===== src/hw/frame_cfg.svh =====
`ifndef FRAME_CFG_SVH
`define FRAME_CFG_SVH

// image geometry
`define FRAME_WIDTH 16
`define FRAME_HEIGHT 8
`define FRAME_PIXELS 128

// index and counter widths
`define FRAME_X_BITS 4
`define FRAME_Y_BITS 3
`define FRAME_ADDR_BITS 7
`define FRAME_COUNT_BITS 8 // must hold FRAME_PIXELS itself

`endif


===== src/hw/frame_pkg.sv =====
`include "frame_cfg.svh"

package frame_pkg;

    // capture sequence of the frame store
    typedef enum logic [1:0] {
        cap_idle      = 2'd0,
        cap_capturing = 2'd1,
        cap_complete  = 2'd2
    } capture_state_t;

    typedef logic [`FRAME_X_BITS-1:0] pix_x_t; // column index
    typedef logic [`FRAME_Y_BITS-1:0] pix_y_t; // row index
    typedef logic [`FRAME_ADDR_BITS-1:0] pix_addr_t; // row * width + column
    typedef logic [`FRAME_COUNT_BITS-1:0] pix_count_t; // foreground pixel count

endpackage


===== src/hw/pixel_threshold.sv =====
`timescale 1ns/1ps

module pixel_threshold (
    input  logic       clk,
    input  logic       rst_n,
    input  logic       pix_valid,
    output logic       pix_ready,
    input  logic [7:0] pix_data,
    input  logic [7:0] threshold,
    output logic       bin_valid,
    input  logic       bin_ready,
    output logic [7:0] bin_data
);

    logic accept;

    // stage is free when empty or when its word leaves this cycle
    assign pix_ready = !bin_valid || bin_ready;
    assign accept = pix_valid && pix_ready;

    always_ff @(posedge clk or negedge rst_n) begin
        if (!rst_n) begin
            bin_valid <= 1'b0;
        end else if (accept) begin
            bin_valid <= 1'b1;
        end else if (bin_ready) begin
            bin_valid <= 1'b0; // drained, nothing new
        end
    end

    always_ff @(posedge clk) begin
        if (accept) begin
            bin_data <= (pix_data >= threshold) ? 8'd255 : 8'd0;
        end
    end

    // a stalled output word must not change under the consumer
    a_hold_stable: assert property (@(posedge clk) disable iff (!rst_n)
        (bin_valid && !bin_ready) |=> $stable(bin_data));

endmodule


===== src/hw/binary_bram.sv =====
`timescale 1ns/1ps
`include "frame_cfg.svh"

module binary_bram #(
    parameter int pixel_count = `FRAME_PIXELS
) (
    input  logic                clk,
    input  logic                rst_n,
    input  logic                x_valid,
    output logic                x_ready,
    input  logic [7:0]          x_data,
    input  frame_pkg::pix_addr_t read_addr,
    output logic                read_data,
    input  logic                capture_trigger,
    output logic                valid_to_read,
    output logic                capture_complete,
    output logic                capturing
);

    import frame_pkg::*;

    localparam int addr_w = (pixel_count > 1) ? $clog2(pixel_count) : 1;

    capture_state_t    state;
    logic [addr_w-1:0] write_addr;
    logic              handshake;
    logic              mem [0:pixel_count-1]; // one bit per pixel

    assign x_ready = (state == cap_capturing);
    assign handshake = x_valid && x_ready;

    always_ff @(posedge clk or negedge rst_n) begin
        if (!rst_n) begin
            state <= cap_idle;
            write_addr <= '0;
            capturing <= 1'b0;
            capture_complete <= 1'b0;
            valid_to_read <= 1'b0;
        end else begin
            capture_complete <= 1'b0;
            case (state)
                cap_idle: begin
                    if (capture_trigger) begin
                        state <= cap_capturing;
                        capturing <= 1'b1;
                        write_addr <= '0;
                        valid_to_read <= 1'b0; // old frame is overwritten from now on
                    end
                end
                cap_capturing: begin
                    if (handshake) begin
                        if (write_addr == addr_w'(pixel_count - 1)) begin
                            state <= cap_complete;
                        end else begin
                            write_addr <= write_addr + 1'b1;
                        end
                    end
                end
                cap_complete: begin
                    state <= cap_idle; // trigger in this cycle is dropped
                    capturing <= 1'b0;
                    capture_complete <= 1'b1;
                    valid_to_read <= 1'b1;
                end
                default: state <= cap_idle;
            endcase
        end
    end

    always_ff @(posedge clk) begin
        if (handshake) begin
            mem[write_addr] <= (x_data == 8'd255);
        end
    end

    // registered read, frozen until a frame is stored
    always_ff @(posedge clk) begin
        if (valid_to_read) begin
            read_data <= mem[read_addr];
        end
    end

    a_ready_in_capture: assert property (@(posedge clk) disable iff (!rst_n)
        x_ready |-> capturing);

    a_complete_pulse: assert property (@(posedge clk) disable iff (!rst_n)
        capture_complete |=> !capture_complete);

    a_read_range: assert property (@(posedge clk) disable iff (!rst_n)
        read_addr < pixel_count);

endmodule


===== src/hw/frame_scanner.sv =====
`timescale 1ns/1ps
`include "frame_cfg.svh"

module frame_scanner (
    input  logic                  clk,
    input  logic                  rst_n,
    input  logic                  capture_complete,
    output frame_pkg::pix_addr_t  read_addr,
    input  logic                  read_data,
    output logic                  scan_busy,
    output logic                  scan_done,
    output frame_pkg::pix_count_t fg_count,
    output frame_pkg::pix_x_t     min_x,
    output frame_pkg::pix_x_t     max_x,
    output frame_pkg::pix_y_t     min_y,
    output frame_pkg::pix_y_t     max_y,
    output logic                  box_found
);

    import frame_pkg::*;

    pix_x_t col;
    pix_y_t row;
    pix_x_t col_d; // coordinates of the bit now on read_data
    pix_y_t row_d;
    logic   issuing;
    logic   data_valid;
    logic   data_last;
    logic   last_addr;

    assign read_addr = pix_addr_t'(row * `FRAME_WIDTH + col);
    assign last_addr = (col == pix_x_t'(`FRAME_WIDTH - 1)) &&
                       (row == pix_y_t'(`FRAME_HEIGHT - 1));

    always_ff @(posedge clk or negedge rst_n) begin
        if (!rst_n) begin
            col <= '0;
            row <= '0;
            issuing <= 1'b0;
            data_valid <= 1'b0;
            data_last <= 1'b0;
            scan_busy <= 1'b0;
            scan_done <= 1'b0;
            fg_count <= '0;
            min_x <= '0;
            max_x <= '0;
            min_y <= '0;
            max_y <= '0;
            box_found <= 1'b0;
        end else begin
            scan_done <= 1'b0;
            data_valid <= issuing; // bram samples the address on this edge
            data_last <= issuing && last_addr;
            if (capture_complete) begin
                scan_busy <= 1'b1;
                issuing <= 1'b1;
                col <= '0;
                row <= '0;
                fg_count <= '0;
                min_x <= '0;
                max_x <= '0;
                min_y <= '0;
                max_y <= '0;
                box_found <= 1'b0;
            end else begin
                if (issuing) begin
                    if (last_addr) begin
                        issuing <= 1'b0;
                    end else if (col == pix_x_t'(`FRAME_WIDTH - 1)) begin
                        col <= '0;
                        row <= row + 1'b1;
                    end else begin
                        col <= col + 1'b1;
                    end
                end
                if (data_valid && read_data) begin
                    fg_count <= fg_count + 1'b1;
                    // first hit seeds the box
                    if (!box_found || col_d < min_x) min_x <= col_d;
                    if (!box_found || col_d > max_x) max_x <= col_d;
                    if (!box_found || row_d < min_y) min_y <= row_d;
                    if (!box_found || row_d > max_y) max_y <= row_d;
                    box_found <= 1'b1;
                end
                if (data_valid && data_last) begin
                    scan_done <= 1'b1; // last bit lands in the same edge
                    scan_busy <= 1'b0;
                end
            end
        end
    end

    always_ff @(posedge clk) begin
        col_d <= col;
        row_d <= row;
    end

    // a new frame must not be announced while the old one is still swept
    a_no_overlap: assert property (@(posedge clk) disable iff (!rst_n)
        capture_complete |-> !scan_busy);

endmodule


===== src/hw/frame_grabber_top.sv =====
`timescale 1ns/1ps

module frame_grabber_top (
    input  logic                  clk,
    input  logic                  rst_n,
    input  logic                  pix_valid,
    output logic                  pix_ready,
    input  logic [7:0]            pix_data,
    input  logic [7:0]            threshold,
    input  logic                  capture_trigger,
    output logic                  capturing,
    output logic                  capture_complete,
    output logic                  scan_done,
    output frame_pkg::pix_count_t fg_count,
    output frame_pkg::pix_x_t     min_x,
    output frame_pkg::pix_x_t     max_x,
    output frame_pkg::pix_y_t     min_y,
    output frame_pkg::pix_y_t     max_y,
    output logic                  box_found
);

    import frame_pkg::*;

    logic       bin_valid;
    logic       bin_ready;
    logic [7:0] bin_data;
    pix_addr_t  read_addr;
    logic       read_data;

    pixel_threshold pixel_threshold_inst (
        .clk       (clk),
        .rst_n     (rst_n),
        .pix_valid (pix_valid),
        .pix_ready (pix_ready),
        .pix_data  (pix_data),
        .threshold (threshold),
        .bin_valid (bin_valid),
        .bin_ready (bin_ready),
        .bin_data  (bin_data)
    );

    binary_bram binary_bram_inst (
        .clk              (clk),
        .rst_n            (rst_n),
        .x_valid          (bin_valid),
        .x_ready          (bin_ready),
        .x_data           (bin_data),
        .read_addr        (read_addr),
        .read_data        (read_data),
        .capture_trigger  (capture_trigger),
        .valid_to_read    (),
        .capture_complete (capture_complete),
        .capturing        (capturing)
    );

    frame_scanner frame_scanner_inst (
        .clk              (clk),
        .rst_n            (rst_n),
        .capture_complete (capture_complete),
        .read_addr        (read_addr),
        .read_data        (read_data),
        .scan_busy        (),
        .scan_done        (scan_done),
        .fg_count         (fg_count),
        .min_x            (min_x),
        .max_x            (max_x),
        .min_y            (min_y),
        .max_y            (max_y),
        .box_found        (box_found)
    );

endmodule


===== config.mk =====
export PLATFORM = sky130hd
export DESIGN_NAME = frame_grabber_top
export DESIGN_NICKNAME = d
export VERILOG_FILES = /design/src/hw/frame_pkg.sv /design/src/hw/pixel_threshold.sv /design/src/hw/binary_bram.sv /design/src/hw/frame_scanner.sv /design/src/hw/frame_grabber_top.sv
export VERILOG_INCLUDE_DIRS = /design/src /design/src/hw
export SDC_FILE = /design/constraint.sdc
export NUM_CORES = 1
export LEC_CHECK = 0
export ABC_CLOCK_PERIOD_IN_PS = 5110
export BUFFER_PORTS_ARGS = -buffer_cell sky130_fd_sc_hd__buf_2
export CAP_MARGIN = 5
export CORE_UTILIZATION = 61
export DETAILED_ROUTE_END_ITERATION = 16
export PLACE_DENSITY = 0.8
export SYNTH_ARGS = -nofsm -noshare
export SYNTH_HDL_FRONTEND = slang
export SYNTH_HIERARCHICAL = 1
export SYNTH_SLANG_ARGS = --single-unit
export TNS_END_PERCENT = 10

===== constraint.sdc =====
create_clock -name clk -period 5.11 [get_ports clk]
set_input_delay 0.2555 -clock clk [delete_from_list [all_inputs] [get_ports clk]]
set_output_delay 0.2555 -clock clk [all_outputs]
set_load 0.01 [all_outputs]

# Yosys cells after proc, flatten, opt, wreduce, memory -nomap -nowiden
# Memory sizes are Yosys's and may differ from the RTL's. A register that Yosys moved wholly into a read port is not among the register bits.
# Cells that the tools add are included.
# Widths: inputs -> output; s select.
# classes
n_addsub,5
n_lt_le_gt_ge,5
n_eq_ne,11
muxes,47
reduce_logical,33
# ops
cell,n
$mux 4,10
$mux 3,10
$mux 8,3
$mux 7,3
$reduce_bool 2->1,10
$mux 1,14
$pmux 7 s2,1
$reduce_and 2->1,6
$ne 2x2->1 const B,5
$add 8x1->8 const B,1
$eq 8x8->1 const B,1
$ge 8x8->1,1
$add 7x1->7 const B,1
$add 7x4->7,1
$eq 7x7->1 const B,1
$logic_and 1x1->1,6
$mux 2,3
$reduce_and 3->1,2
$logic_or 1x1->1,5
$add 4x1->4 const B,1
$eq 4x4->1 const B,1
$gt 4x4->1,1
$lt 4x4->1,1
$pmux 1 s2,2
10 further kinds,11
# totals
regBits,62
ramBits,128
out_inout_bits,27
memories,1
# memory_table
memory,depth,word_bits,rd,rd_ports_with_merged_regs,write_ports,line_no,source
binary_bram_inst.mem,128,1,1,1,1,binary_bram.sv:27,logic mem [0:pixel_count-1];

# Logic depth before layout (Yosys ltp)
# Gate-level depths: netlist (run 1).
# logic_depth
depth_word,5
ltp_mapped,8
depth_no_buf,6

# Hierarchy
# The synthesis (run 1) kept the hierarchy.
# by_module_without_submodules
module,n_inst,cells_per_inst,area_per_inst_um2,seq_area_each_um2
binary_bram,1,459,6327.3,4174.0
frame_scanner,1,209,2165.8,1016.0
pixel_threshold,1,37,322.8,55.1

# Worst setup path after synthesis (run 1)
# Ideal clock, no wire load.
# synth_path
path_type,register to register
start,reg pixel_threshold_inst.bin_data[6]
end,mem binary_bram_inst.mem[0] (data pin)
setup_ns,0.796
t_arrival_ns,3.635
t_required_ns,4.314
setup_slack_ns,0.679
stages_incl_launch_ff,4
path_buffers,1
synth_period_minus_slack_ns,4.431
cell_sequence,edfxtp_1 > buf_4 > nand4_1 > nor2_1
# synth_via
elab_chain_cells,1
# synth_rtl
item,line_no,source
start: declaration,pixel_threshold.sv:12,output logic [7:0] bin_data
start signal: assignment,pixel_threshold.sv:33,bin_data <= (pix_data >= threshold) ? 8'd255 : 8'd0;
$eq 8x8->1,binary_bram.sv:72,mem[write_addr] <= (x_data == 8'd255);
end: declaration,binary_bram.sv:27,
# Every way passes these cells.

# Final worst setup path (run 1)
# layout_path
start,reg frame_scanner_inst.col[2]
end,reg binary_bram_inst.read_data (read register of binary_bram_inst.mem) (data pin)
# layout_via
elab_chain_cells,1
# layout_rtl
item,line_no,source
start: declaration,frame_scanner.sv:22,pix_x_t col;
start signal: assignment,frame_scanner.sv:73,col <= col + 1'b1;
$add 7x4->7,frame_scanner.sv:31,assign read_addr = pix_addr_t'(row * `FRAME_WIDTH + col);
end: declaration,binary_bram.sv:13,"output logic read_data,"
# Every way passes these cells.
# A chain may end at the register's enable or synchronous reset.

==> results of run 1 <==
[per-layer routing]
metal	GRT usage [%]	vias to the layer above	part of all wire [%]
met1	31.1	2784	39
met4	11.8	0	2.1
li1	-	2589	-
met3	5.34	36	5.8
met2	46.4	193	53
met5	0	-	0
[flip-flops by register name, summed over array words and instances, names as in the netlist, 4 cells and up]
signal and count:
binary_bram_inst/mem 128, frame_scanner_inst/fg_count 8, binary_bram_inst/write_addr 7, frame_scanner_inst/col 4
frame_scanner_inst/col_d 4, frame_scanner_inst/max_x 4, frame_scanner_inst/min_x 4
[critical path, stage by stage (launching register included)]
cell	delay, ns
dfrtp_1	0.99
buf_4	0.37
mux4_1	0.33
mux4_2	0.49
a32oi_1	0.22
nand4_1	0.09
[placed cells by master, fill, tap and decap left out, types with 6 or more instances in the layout]
cell / instances
dfxtp_1: 7
buf_2: 46
a21oi_1: 15
nand3b_1: 7
nand2_1: 31
nor3_1: 7
nand3_1: 20
ha_1: 25
or3_1: 7
mux2i_1: 17
nand2b_1: 21
clkbuf_16: 17
a21o_1: 6
o21ai_0: 7
o211ai_1: 7
inv_1: 26
nand4_1: 12
mux4_2: 26
mux4_1: 7
dfrtp_1: 46
inv_6: 7
nor2b_1: 6
edfxtp_1: 130
xor2_1: 6
nor2_1: 158
[report_power, final]
group | internal [mW] | total [mW] | switching (mW)
combinational | 0.0731 | 0.252 | 0.179
sequential | 1.61 | 1.66 | 0.0476
clock | 0.730 | 1.32 | 0.586
total | 2.42 | 3.23 | 0.812
[path summary, 6_finish.rpt]
path                       cells past startpoint                        endpoint  slack [ns]
max reg2reg                                    5      binary_bram_inst/read_data        2.36
min                                            2  pixel_threshold_inst/bin_valid        0.02
min in group asynchronous                      1     frame_scanner_inst/min_x[1]        0.03
min reg2reg                                    2    frame_scanner_inst/scan_done        0.49
max in group asynchronous                      1       frame_scanner_inst/col[0]        4.32
max                                            5      binary_bram_inst/read_data        2.36
[cell type report]
type,count,share of cell area [%]
clock inverters,14,1.69
inverters,27,1.05
repair buffers,50,2.71
clock buffers,17,4.42
multi-input cells,445,33.5
flip-flops and latches,184,54.3
well taps,180,2.34
[through the flow]
stage | cells | setup WS, ns | area, µm²
floorplan | 702 | 0.679 | 8780
global placement | 886 | 2.42 | 9030
detailed placement | 886 | 2.36 | 9030
CTS | 917 | 2.35 | 9620
global route | 917 | 2.22 | 9620
finish | 917 | 2.36 | 9620
==> impl_results.md, run 1 <==
- PortBufs: 46
- Final hold vios: 0
- Worst Clk Skew: 0.00908 ns
- CP arrival: 2.94 ns
- Final core utilization: 68.8%
- Root Buffer: clkbuf_16
- Layout cell share with drive strength beyond 1: 17.1%
- Largest net degree at the start of global routing: between 70 and 80
- Avg WL per Cell: about 19 µm
- Hold slack final: 0.0209 ns
- Total power: ~3.2 mW
- Max Freq: between 300 and 400 MHz
- Syn. warnings: 6
- Mapped Nets: 747
- Routed Antenna Nets: 0
- Crit share post-route: 53.9%
- IO Count: 47
- RSZ-0062 raised after global routing: no
- Initial Util: 62.8%
- Clock sinks: between 150 and 200
- Vias in the first global route: between 5k and 6k
- Crit. End Element: flip-flop
- Global route overflow: 0
- Number of H-tree levels: 4
- Total GRT Usage: 26.4%
- CTS tree: yes
- Vias: ~5.6k
- Max-slew violation count: 0
- Startpoint types: flip-flop
- Register area: about 5200 µm²
- Worst hold path type: in2reg
- DIE AREA: 14900 µm²
- Final net count: 770
- Status: completed
- First-pass GRT wire length: 28800 µm
- Hold_buf cts: 0
- Die Y: ~120 µm
- CP required: 5.29 ns
- DRT iter0 DRCs: 396
- Synthesis-to-finish area growth: 9.52%
- Post-Syn Area: between 8000 and 9000 µm²
- Die span in x: about 120 µm
- RePlAce Congestion: 0.827
- Worst hold start: pix_valid
- Clk Latency, worst-skew pair: approximately 0.44 ns
- FILL cells: between 900 and 1k
- Mean number of vias per cell: 6.11
- CP Max Fanout: 25
- CP Class: reg2reg
- Worst-margin pin slew: 1.12 ns
- Mean Syn Cell Area: 12.5 µm²
- Mapped Cells: 702
- Multi-input gate area: 3220 µm²
- CTS buffer count: 17
- Worst r2r src: frame_scanner_inst/col[2]
- Initial antenna violation count: 0
- Pleak: 3.32 nW
- Setup repair bufs after CTS: 0
- Setup TNS: 0 ns
- Final setup vio count: 0
- First-pass DRT Iterations: 7
- Power density cells: ~340 nW/µm²
- Final WL: 17700 µm
- Final min period: 2.75 ns
- Clk buf depth: 2
- Site row count: 43
- Total core area: approximately 14000 µm²
- Max_cap viols: 0
- Clock transition at path regs: 0.07 ns
- Crit path from: frame_scanner_inst/col[2]
- DRC: 0
- Max_slew headroom: 25.3%
- Max rail drop VDD: 0.264 mV
- Post-CTS resize count: 0
- DP Wirelength: 11100 µm
- Antenna diode count: 0
(Power assumes the default switching activity.)
==> run 2, diff against run 1 <==
--- a/config.mk
+++ b/config.mk
@@ -6,12 +6,13 @@
 export SDC_FILE = /design/constraint.sdc
 export NUM_CORES = 1
 export LEC_CHECK = 0
-export ABC_CLOCK_PERIOD_IN_PS = 5110
+export ABC_AREA = 1
+export ABC_CLOCK_PERIOD_IN_PS = 2300
 export BUFFER_PORTS_ARGS = -buffer_cell sky130_fd_sc_hd__buf_2
 export CAP_MARGIN = 5
-export CORE_UTILIZATION = 61
+export CORE_UTILIZATION = 55
 export DETAILED_ROUTE_END_ITERATION = 16
-export PLACE_DENSITY = 0.8
+export PLACE_DENSITY = 0.76
 export SYNTH_ARGS = -nofsm -noshare
 export SYNTH_HDL_FRONTEND = slang
 export SYNTH_HIERARCHICAL = 1
==> constraint.sdc (replaced) <==
create_clock -name clk -period 2.3 [get_ports clk]
set_input_delay 0.115 -clock clk [delete_from_list [all_inputs] [get_ports clk]]
set_output_delay 0.115 -clock clk [all_outputs]
set_load 0.01 [all_outputs]
==> impl_results.md, run 2 <==
- Post-CTS resize count: 0 (unchanged)
- Antenna diode count: 0 (unchanged)
- RSZ-0062 raised after global routing: no
- Final Instance Count excl. Fillers: 1244 (+36%)
- Clk Latency, worst-skew pair: 0.44 ns (about the same)
- Biggest regs: binary_bram_inst/mem: 128 flops, frame_scanner_inst/fg_count: 8 flops, binary_bram_inst/write_addr: 7 flops
- Hold slack final: 0.0189 ns (-0.00203 ns)
- Syn. warnings: 6 (unchanged)
- Max reg flops: 128 (unchanged)
- Crit share post-route: 80.4% (+27 points)
- Worst path max stage delay: 0.42 ns (-0.57 ns)
- Critical path buffer and inverter count: 2 (+1)
- Pleak: 4.18 nW (+26%)
- Mapped Nets: 1018 (+36%)
- Total core area: 15900 µm² (+14%)
- CP cell instances: inv_2 > nor2_4 > nand2_2 > clkinv_1 > nand2_1 > nor2_1
- Initial Util: 56.2% (-6.5 points)
- Total power: 7.34 mW (+130%)
- Final hold vios: 0 (unchanged)
- Max_cap viols: 0 (unchanged)
- Post-Syn Area: 8930 µm² (+1.7%)
- Max Freq: 541 MHz (+49%)
- DRT iter0 DRCs: 861 (+120%)
- Total GRT Usage: 26.3% (about the same)
- Crit. End Element: flip-flop
- Layout cell share with drive strength beyond 1: 12.6% (-4.5 points)
- Place WS: 0.476 ns (-1.89 ns)
- Final min period: 1.85 ns (-0.905 ns)
- CP Class: reg2reg
- Commonest non-fill, non-tap cells in the layout: 259 x nand2_1, 156 x nor2_1, 144 x nand3_1, 130 x edfxtp_1, 72 x inv_1
- RePlAce Congestion: 0.983 (+19%)
- PortBufs: 46 (unchanged)
- DRC: 0 (unchanged)
- Synthesis-to-finish area growth: 11.8%
- Placed Area: 9330 µm² (+3.3%)
- Mean number of vias per cell: 5.56 (-9.0%)
- First-pass GRT wire length: 32600 µm (+13%)
- Power density cells: 735 nW/µm² (+120%)
- Max-slew violation count: 0 (unchanged)
- Setup TNS: 0 ns (unchanged)
- CTS buffer count: 17 (unchanged)
- CTS tree: yes
- Vias in the first global route: 6393 (+12%)
- Final net count: 1060 (+38%)
- Mapped Cells: 973 (+39%)
- Global route overflow: 0 (unchanged)
- Cells after DPL: 1210 (+37%)
- Mean Syn Cell Area: 9.18 µm² (-27%)
- Initial antenna violation count: 0 (unchanged)
- Slowest library cell on the worst path: dfrtp_1
- Root Buffer: clkbuf_16
- Largest net degree at the start of global routing: 129 (+68%)
- DIE AREA: 16800 µm² (+13%)
- Startpoint types: flip-flop
- IO Count: 47 (unchanged)
- Biggest register: binary_bram_inst/mem
- Site row count: 46 (+7.0%)
- First-pass DRT Iterations: 5 (-2)
- Most common cell after layout, fill and taps aside: nand2_1
- DP Wirelength: 13400 µm (+20%)
- Clock transition at path regs: 0.07 ns (about the same)
- Final worst slack: 0.450 ns (-1.90 ns)
- Die span in x: 129 µm (+6.1%)
- Clk buf depth: 2 (unchanged)
- Final setup vio count: 0 (unchanged)
- CP required: 2.44 ns (-2.85 ns)
- Max_slew headroom: 43.7% (+18 points)
- Number of H-tree levels: 4 (unchanged)
- Vias: 6914 (+23%)
- CP arrival: 1.99 ns (-0.95 ns)
- Clock sinks: 184 (unchanged)
- Worst hold path type: in2reg
- Final WL: 20800 µm (+18%)
- Max rail drop VDD: 0.549 mV (+110%)
- Final core utilization: 62.9% (-5.9 points)
- Setup repair bufs after CTS: 0 (unchanged)
- CP delay by family, top: simple AND/OR/NAND/NOR gates
- Final Cell Area: 9990 µm² (+3.9%)
- Die Y: 129 µm (+6.1%)
- Worst-margin pin slew: 0.844 ns (-0.276 ns)
- Hold_buf cts: 2 (+2)
- Routed Antenna Nets: 0 (unchanged)
- CP Max Fanout: 14 (-44%)
- Avg WL per Cell: 16.7 µm (-13%)
- Worst Clk Skew: 0.00672 ns (-0.00236 ns)
- Status: completed
==> run 2: per-layer routing <==
layer	vias up	wire length (µm)	global-route usage [%]
met5	-	0	0
met4	0	507	10.5
met3	41	1700	5.70
met2	309	9820	41.2
met1	3280	8760	36.0
li1	3284	-	-
==> run 2: power by group <==
group          internal (mW)  switching [mW]  total [mW]  leakage, nW
combinational          0.188           0.448       0.636         1.85
clock                   1.80            1.25        3.06        0.318
sequential              3.58          0.0671        3.65         2.01
==> run 2: layout make-up <==
| type | instances | area (µm²) |
|---|---|---|
| fillers | 1332 | 5900 |
| flip-flops and latches | 184 | 5220 |
| multi-input cells | 667 | 3130 |
| clock buffers | 26 | 597 |
| repair buffers | 65 | 428 |
| inverters | 80 | 303 |
| well taps | 216 | 270 |
| clock inverters | 6 | 40.0 |
==> run 2: worst reg2reg max path, cell delays in order (launching register included) <==
cell      delay (ns)
dfrtp_1         0.42
inv_2           0.07
nor2_4          0.12
nand2_2         0.08
clkinv_1        0.18
nand2_1         0.39
nor2_1          0.28
==> run 2: path summary, 6_finish.rpt <==
| kind | end | cells past startpoint | slack, ns | startpoint |
|---|---|---|---|---|
| setup / recovery | binary_bram_inst/mem[47] | 6 | 0.45 | binary_bram_inst/state[0] |
| hold / removal | binary_bram_inst/capturing | 3 | 0.02 | capture_trigger |
| setup reg to reg | binary_bram_inst/mem[47] | 6 | 0.45 | binary_bram_inst/state[0] |
| hold reg to reg | frame_scanner_inst/data_valid | 0 | 0.46 | frame_scanner_inst/issuing |
| max in group asynchronous | binary_bram_inst/write_addr[3] | 3 | 1.34 | rst_n |
| min in group asynchronous | frame_scanner_inst/max_x[2] | 2 | 0.31 | rst_n |
